## src/core_defs.svh

```systemverilog
`ifndef CORE_DEFS_SVH
`define CORE_DEFS_SVH

// Data path width
`define XLEN 32

// General registers, x0 included
`define REG_COUNT 32

// Unified memory in 32-bit words
`define MEM_WORDS 1024
`define MEM_ADDR_BITS 10 // log2 of MEM_WORDS

`define RESET_PC 32'h0000_0000 // First fetch after reset

`endif
```

## src/CoreControlTypes.sv

```systemverilog
`default_nettype none

package CoreControlTypes;

	typedef enum logic [1:0]
	{
		INITIAL_FETCH,
		FETCH_EXECUTE,
		EXECUTE, // First cycle of loads, sb and sh
		HALT
	} State_t;

	typedef enum logic [1:0] {NOP, LOAD, STORE_PRELOAD, STORE} MemoryMode_t;

	// rd write data source
	typedef enum logic [1:0] {MEMORY, ALU, IMMEDIATE, BRANCH_UNIT} RdSource_t;

	// Fetch address select
	typedef enum logic {CURRENT_PC, NEXT_PC} InstructionAddressSource_t;

	typedef enum logic {LUI, AUIPC} ImmediateFormerMode_t;

	// Next pc computation
	typedef enum logic [1:0] {INCREMENT, BRANCH, JAL, JALR} BranchALUMode_t;

endpackage

`default_nettype wire

```

## src/CoreIsaTypes.sv

```systemverilog
`default_nettype none

package CoreIsaTypes;

	// Major opcode, instruction bits 6:2
	typedef enum logic [4:0]
	{
		LOAD = 5'b00000,
		MISC_MEM = 5'b00011, // fence
		OP_IMM = 5'b00100,
		AUIPC = 5'b00101,
		STORE = 5'b01000,
		OP = 5'b01100,
		LUI = 5'b01101,
		BRANCH = 5'b11000,
		JALR = 5'b11001,
		JAL = 5'b11011,
		SYSTEM = 5'b11100 // ecall/ebreak
	} Opcode_t;

	// Why the core stopped
	typedef enum logic [2:0]
	{
		NONE = 3'd0, // Still running
		STOP = 3'd1, // Clean stop by ecall/ebreak
		BAD_OPCODE = 3'd2,
		BAD_LOW_OPCODE = 3'd3, // Bits 1:0 not 2'b11
		PC_MISALIGNED = 3'd4,
		UNALIGNED_ACCESS = 3'd5,
		BAD_FUNCT3 = 3'd6 // Branch or load/store
	} HaltCause_t;

endpackage

`default_nettype wire

```

## src/ControlLogic.sv

```systemverilog
`timescale 1ns/1ps
`default_nettype none

module ControlLogic
(
	input logic clock,
	input logic reset,
	input logic [6:0] opcode,
	input logic [2:0] funct3,
	input logic branchBadFunct3, // From BranchUnit
	input logic pcMisaligned,
	input logic unalignedAccess, // From MemoryController
	input logic memoryBadFunct3,
	output logic rdWriteEnable,
	output CoreControlTypes::RdSource_t rdSource,
	output CoreControlTypes::MemoryMode_t memoryMode,
	output logic pcWriteEnable,
	output CoreControlTypes::InstructionAddressSource_t instructionAddressSource,
	output logic opImm,
	output CoreControlTypes::ImmediateFormerMode_t immediateFormerMode,
	output CoreControlTypes::BranchALUMode_t branchMode,
	output logic retireStrobe,
	output logic halted,
	output CoreIsaTypes::HaltCause_t haltCause
);
	import CoreIsaTypes::*;
	import CoreControlTypes::*;

	Opcode_t majorOpcode;
	State_t stateReg; // Never holds EXECUTE
	State_t currentState; // Effective state
	State_t nextState;
	HaltCause_t cause;
	logic secondHalf; // EXECUTE cycle already done
	logic isTwoCycle;
	logic halt;
	logic rdWriteRaw, pcWriteRaw; // Before halt suppression
	logic badOpcode, stop;

	assign majorOpcode = Opcode_t'(opcode[6:2]);
	assign isTwoCycle = (majorOpcode == CoreIsaTypes::LOAD)
		|| (majorOpcode == CoreIsaTypes::STORE && funct3 != 3'b010); // sw is single cycle

	// Fresh two-cycle instruction runs its first cycle as EXECUTE
	assign currentState = (stateReg == FETCH_EXECUTE && isTwoCycle && !secondHalf)
		? EXECUTE : stateReg;

	always_comb
	begin
		rdWriteRaw = 1'b0;
		rdSource = ALU;
		memoryMode = NOP;
		pcWriteRaw = 1'b0;
		instructionAddressSource = CURRENT_PC; // Also the INITIAL_FETCH address
		opImm = 1'b0;
		immediateFormerMode = CoreControlTypes::LUI;
		branchMode = INCREMENT;
		badOpcode = 1'b0;
		stop = 1'b0;
		if (currentState == FETCH_EXECUTE)
		begin
			pcWriteRaw = 1'b1;
			instructionAddressSource = NEXT_PC; // Fetch the following instruction now
			case (majorOpcode)
				CoreIsaTypes::LUI, CoreIsaTypes::AUIPC:
				begin
					rdWriteRaw = 1'b1;
					rdSource = IMMEDIATE;
					immediateFormerMode = ImmediateFormerMode_t'(!opcode[5]); // Bit 5 set for lui
				end
				CoreIsaTypes::JAL, CoreIsaTypes::JALR:
				begin
					rdWriteRaw = 1'b1;
					rdSource = BRANCH_UNIT; // Link value
					branchMode = opcode[3] ? CoreControlTypes::JAL : CoreControlTypes::JALR;
				end
				CoreIsaTypes::BRANCH: branchMode = CoreControlTypes::BRANCH;
				CoreIsaTypes::LOAD:
				begin
					rdWriteRaw = 1'b1; // Data read in EXECUTE
					rdSource = MEMORY;
					memoryMode = CoreControlTypes::LOAD;
				end
				CoreIsaTypes::STORE: memoryMode = CoreControlTypes::STORE; // Merged word written
				CoreIsaTypes::OP, CoreIsaTypes::OP_IMM:
				begin
					rdWriteRaw = 1'b1;
					opImm = (majorOpcode == OP_IMM);
				end
				CoreIsaTypes::MISC_MEM:
				begin
					// fence behaves as a nop
				end
				CoreIsaTypes::SYSTEM:
				begin
					pcWriteRaw = 1'b0; // Clean stop leaves pc on the ecall
					stop = 1'b1;
				end
				default: badOpcode = 1'b1;
			endcase
		end
		else if (currentState == EXECUTE)
		begin
			if (majorOpcode == CoreIsaTypes::LOAD)
				memoryMode = CoreControlTypes::LOAD; // Issue the data read
			else
				memoryMode = STORE_PRELOAD; // Old word for sb/sh merge
		end
	end

	// First cause wins, checked only while executing
	always_comb
	begin
		cause = NONE;
		if (currentState == FETCH_EXECUTE || currentState == EXECUTE)
		begin
			if (opcode[1:0] != 2'b11)
				cause = BAD_LOW_OPCODE;
			else if (badOpcode)
				cause = BAD_OPCODE;
			else if (stop)
				cause = STOP;
			else if (pcMisaligned)
				cause = PC_MISALIGNED;
			else if (unalignedAccess)
				cause = UNALIGNED_ACCESS;
			else if (branchBadFunct3 || memoryBadFunct3)
				cause = BAD_FUNCT3;
		end
	end

	assign halt = (cause != NONE);
	assign nextState = (halt || stateReg == HALT) ? HALT : FETCH_EXECUTE;

	always_ff @(posedge clock)
	begin
		if (reset)
		begin
			stateReg <= INITIAL_FETCH;
			secondHalf <= 1'b0;
			haltCause <= NONE;
		end
		else
		begin
			stateReg <= nextState;
			secondHalf <= (currentState == EXECUTE) && !halt;
			if (halt)
				haltCause <= cause; // Held until reset
		end
	end

	// Faulting instruction leaves no trace
	assign rdWriteEnable = rdWriteRaw && !halt;
	assign pcWriteEnable = pcWriteRaw && !halt;
	assign retireStrobe = (currentState == FETCH_EXECUTE) && !halt;
	assign halted = (stateReg == HALT);

endmodule

`default_nettype wire

```

## config.mk

```make
export PLATFORM = sky130hd
export DESIGN_NAME = ControlLogic
export DESIGN_NICKNAME = d
export VERILOG_FILES = /design/src/core_defs.svh /design/src/CoreControlTypes.sv /design/src/CoreIsaTypes.sv /design/src/ControlLogic.sv
export SDC_FILE = /design/constraint.sdc
export NUM_CORES = 1
export LEC_CHECK = 0
export BUFFER_PORTS_ARGS = -buffer_cell sky130_fd_sc_hd__buf_2
export CAP_MARGIN = 0
export CORE_MARGIN = 10
export CORE_UTILIZATION = 43
export CTS_CLUSTER_SIZE = 14
export DETAILED_ROUTE_END_ITERATION = 16
export PLACE_DENSITY_LB_ADDON = 0.15
export SLEW_MARGIN = 20
export SYNTH_ARGS = -nofsm -noshare
export SYNTH_HDL_FRONTEND = slang
export SYNTH_SLANG_ARGS = --single-unit
```

## constraint.sdc

```tcl
create_clock -name clock -period 3.6 [get_ports clock]
set_input_delay 0.72 -clock clock [delete_from_list [all_inputs] [get_ports clock]]
set_output_delay 0.72 -clock clock [all_outputs]
set_load 0.05 [all_outputs]
```

# == Yosys cells after proc, flatten, opt, wreduce, memory -nomap -nowiden ==
# Cells that the tools add are included.
# totals
register_bits,6
elab_cells,71
inputBits,16
output_inout_bits,16
# op_classes
eq_ne,16
reduce_logical,21
mux,31
# ops
operator,n
3-bit 2-to-1 mux,7
5-bit equality test (second input constant),4
5-bit by 4-bit equality test with 1-bit output (second input constant),3
1-bit 2-to-1 mux,14
2-bit 2-to-1 mux,7
11-bit OR reduction,1
5-bit by 3-bit equality test with 1-bit output (second input constant),2
2-bit case mux with 2 select lines,2
1-bit logical AND,7
7-bit OR reduction,1
2-bit case mux with 3 select lines,1
2-bit OR reduction,3
5-bit by 2-bit equality test with 1-bit output (second input constant),1
5-bit zero test,1
2-bit by 1-bit equality test with 1-bit output (second input constant),2
2-bit equality test (second input constant),2
1-bit logical OR,4
1-bit zero test,3
3-bit by 2-bit inequality test with 1-bit output (second input constant),1
3-bit nonzero test,1
2-bit inequality test (second input constant),1

# == Logic depth before layout (Yosys ltp) ==
# logic_depth
depth_word,15
ltp_mapped,11
ltp_nobuf,10

# == Worst setup path before layout ==
# Ideal clock, no wire load.
# synth_timing
path_kind,input -> output
from,input port opcode[4]
to,output port branchMode[0]
path_slack_ns,-0.834
cell_stages,9
t_arrival_ns,3.714
path_buffers,2
t_required_ns,2.880
cell_sequence,clkbuf_1 > nor2_1 > nand4_1 > nand2_1 > inv_1 > ha_1 > clkbuf_1 > inv_1 > nor4_1
# synth_between
elab_chain_cells,8
elab_cells_between_ends,14
cone_classes,eq/ne (5); mux (3); reduce/logical (6)
# synth_rtl
element,line,text
from (decl),ControlLogic.sv:8,"input logic [6:0] opcode,"
5-bit by 4-bit equality test with 1-bit output,ControlLogic.sv:42,|| (majorOpcode == CoreIsaTypes::STORE && funct3 != 3'b010);
1-bit logical AND,ControlLogic.sv:42,
1-bit logical OR,ControlLogic.sv:42,
1-bit logical AND (2 in series),ControlLogic.sv:45,assign currentState = (stateReg == FETCH_EXECUTE && isTwoCycle && !secondHalf)
2-bit 2-to-1 mux,ControlLogic.sv:46,? EXECUTE : stateReg;
2-bit by 1-bit equality test with 1-bit output,ControlLogic.sv:60,if (currentState == FETCH_EXECUTE)
2-bit 2-to-1 mux (*),ControlLogic.sv:60,
to (decl),ControlLogic.sv:21,"output CoreControlTypes::BranchALUMode_t branchMode,"
# Mark *: on every way between the ends. The rest lies on a longest branch, timed or not.

# == Worst setup path in the final report ==
# layout_timing
from,input port opcode[3]
to,output port rdWriteEnable
# layout_between
elab_chain_cells,15
elab_cells_between_ends,34
cone_classes,eq/ne (12); mux (11); reduce/logical (11)
# layout_rtl
element,line,text
5-bit by 4-bit equality test with 1-bit output,"ControlLogic.sv:42, ControlLogic.sv:64",
1-bit logical AND,ControlLogic.sv:42,
1-bit logical OR,ControlLogic.sv:42,
1-bit logical AND (2 in series),ControlLogic.sv:45,
2-bit 2-to-1 mux,ControlLogic.sv:46,
2-bit by 1-bit equality test with 1-bit output,"ControlLogic.sv:60, ControlLogic.sv:115",
1-bit 2-to-1 mux,ControlLogic.sv:60,
3-bit 2-to-1 mux,ControlLogic.sv:121,else if (stop)
3-bit 2-to-1 mux,ControlLogic.sv:119,else if (badOpcode)
3-bit 2-to-1 mux,ControlLogic.sv:117,if (opcode[1:0] != 2'b11)
3-bit 2-to-1 mux,ControlLogic.sv:115,if (currentState == FETCH_EXECUTE || currentState == EXECUTE)
3-bit nonzero test,ControlLogic.sv:132,assign halt = (cause != NONE);
1-bit zero test,ControlLogic.sv:153,assign rdWriteEnable = rdWriteRaw && !halt;
1-bit logical AND (*),ControlLogic.sv:153,
to (decl),ControlLogic.sv:14,"output logic rdWriteEnable,"
# Marks and branches as above.

==> results.toml <==
[outcome]
status = "finished clean"

[synthesis]
synth_warnings = 0
synth_cell_types = 32
synth_area_um2 = 603
syn-num-nets = 104
avgSynthCellArea_um2 = 7.01
netlist_instances = 86
ys_seq_area_share_pct = 19.9
ys_ff_latch = 6

[floorplanning]
die_w_um = 57.5
initial_core_util_pct = 45.8
dieArea_um2 = 3300
rows = 13
die_h_um = 57.5
fp.coreArea_um2 = 1320
ios = 32

[sta]
post-route-period-util_pct = 92.8
tightestPinTransition_ns = 0.375
rsz0062_at_grt = "false"
setup_viol = 0
setup_slack_ns = 0.258
slew_violations = 0
finClkSkew_ns = 0.00274
hold_viol_final = 0
max_slew_margin_pct = 74.8
period_needed_ns = 3.34
max_freq_mhz = 299

[final_layout]
finalNetCount = 136
antenna_cells = 0
drive_above_1_share_pct = 38.8
area_delta_synth_final_pct = 33.2
nFillCells = 138
final_util_pct = 61.0

[global_route]
grt_pass1_vias = 681
track_usage_pct = 10.1
grt_overflow = 0
grt_pass1_wl_um = 2860
antenna_found_initial = 0
grt_max_degree = 13

[setup_path]
worst-setup-path-type = "input pin to output pin"
r2r_setup_slack_ns = 1.61
reg2reg_to = "haltCause[0]$_SDFFE_PP0P_"
cp_data_required_time_ns = 2.88
rr_worst_depth = 9
worstReg2RegStart = "stateReg[0]$_SDFF_PP0_"
cp.arrival_ns = 2.62
startpoint = "opcode[3]"
worst-path-max-fanout = 9
crit_chain = "buf_2 > nor2_2 > nand4_1 > nand2_1 > inv_1 > ha_1 > nand4_1 > a31oi_4 > a211oi_4 > buf_2"
start_kind = "input pin"
cpPeakStageDelay_ns = 0.31
slowest_stage = "ha_1"
worst_setup_path_end_kind = "output pin"

[drt]
wl_per_cell_um = 13.6
wl_um = 1780
drtAntennaViolNets = 0
dr.pass1.iters = 4
avgViaCountPerCell = 5.56
drt_iter0_markers = 24
vias = 728
drc = 0

[clock_network]
clk_path_buf_depth = 2
htreeDepth = 1
cts_setup_buffers = 0
cts_resized = 0
numCtsBuffers = 3
path_clk_slew_ns = 0.05
cts_tree = "built"
cts_root_buffer = "clkbuf_4"
clock_latency_ns = 0.25
clock_sinks = 6
ctsHoldBuffers = 0

[place]
post-place-ws_ns = 0.194
portBuffers = 31
dp_hpwl_um = 1450
gp_congestion = 0.810

[power]
ir_drop_uv = 181
power.density_nw_per_um2 = 371
p_leak_nw = 0.362

[worst_hold_path]
hold-path-endpoint = "haltCause[1]$_SDFFE_PP0P_"
hold_path_class = "flip-flop to flip-flop"
worstHoldPathCells = 1
min_from = "haltCause[1]$_SDFFE_PP0P_"

[run]
drv_cap = 0
==> cell usage after synthesis, drive strengths merged <==
cell type  number  area share [%]
a211o           1             1.5
a211oi          3             4.6
a21oi           6             5.0
a311o           1             1.7
a31oi           2             4.6
and2            2             2.1
buf             2             3.1
clkbuf          2             1.2
dfxtp           6              20
ha              2             4.1
inv             8             5.0
mux2            1             1.9
nand2           6             3.7
nand2b          3             3.1
nand3           5             4.1
nand4           2             2.1
nor2           13             8.1
nor2b           1             1.0
nor3            5             5.0
nor3b           2             3.3
nor4            2             2.1
o211ai          2             3.3
o21a            2             2.5
o21ai           3             2.5
o22ai           3             3.1
or3b            1             1.5
==> through the flow <==
step	cell area, µm²	std cells	setup TNS [ns]	hold slack [ns]	power [mW]
global route	803	131	0	0.496	0.318
CTS	801	131	0	0.459	0.301
finish	803	131	0	0.456	0.298
floorplan	631	86	-1.56	0.704	0.200
global placement	778	128	0	0.444	0.235
detailed placement	778	128	0	0.448	0.236
==> layer usage <==
layer | share of wire (%) | global-route usage, % | up-vias | wire, µm
met5 | 0 | 0 | - | 0
met4 | 1.2 | 4.70 | 0 | 21
met3 | 8.3 | 4.42 | 4 | 147
met2 | 44 | 15.2 | 30 | 776
met1 | 47 | 12.0 | 320 | 836
li1 | - | - | 374 | -
==> cell families after synthesis <==
family	Yosys count	share of synthesized area, %
AND/OR/NAND/NOR	42	36.1
flip-flops	6	19.9
buffers and inverters	12	9.34
adder cells (fa/ha/maj)	2	4.15
multiplexers	1	1.87
AO/OA/AOI/OAI	23	28.6
==> critical path, delay by kind of cell <==
kind | cells | cell delay [ns]
and+or+nand+nor | 4 | 0.69
adders and majority gates | 1 | 0.31
buffers and inverters | 3 | 0.49
AOI/OAI and AO/OA | 2 | 0.41
==> where the power goes <==
| part | total, mW | internal (mW) | switching (mW) |
|---|---|---|---|
| clock network | 0.0633 | 0.0378 | 0.0255 |
| logic | 0.156 | 0.0452 | 0.110 |
| registers | 0.0791 | 0.0748 | 0.00428 |
| total | 0.298 | 0.158 | 0.140 |
==> state kept, by name (all words and copies together) (netlist names) <==
name / count
secondHalf: 1
haltCause: 3
stateReg: 2
==> cell type report <==
type | count | area [µm²] | area share (%)
Clock buffer | 3 | 22.5 | 2.80
Inverter | 8 | 30.0 | 3.74
Multi-Input combinational cell | 68 | 457 | 56.9
Sequential cell | 6 | 120 | 15.0
Tap cell | 15 | 18.8 | 2.34
Timing Repair Buffer | 31 | 155 | 19.3
==> cell usage in the layout, fill, tap and decap left out, types with 3 or more instances in the layout <==
cell type,netlist,final
nor2_1,13,10
inv_1,8,8
nand2b_1,3,3
buf_2,0,31
dfxtp_1,6,6
o22ai_1,3,3
o21ai_0,3,3
nand3_1,5,5
clkbuf_4,0,3
a21oi_1,6,5
nand2_1,6,6
nor3_1,4,4
==> worst max-delay path by stage <==
stage	endpoint	cells past startpoint	slack [ns]
after detailed placement	rdWriteEnable	10	0.19
after global routing	rdWriteEnable	10	0.08
after global placement	rdWriteEnable	10	0.28
after floorplan	immediateFormerMode	9	-0.39
final	rdWriteEnable	10	0.26
after CTS	rdWriteEnable	10	0.19
(Power assumes the default switching activity.)
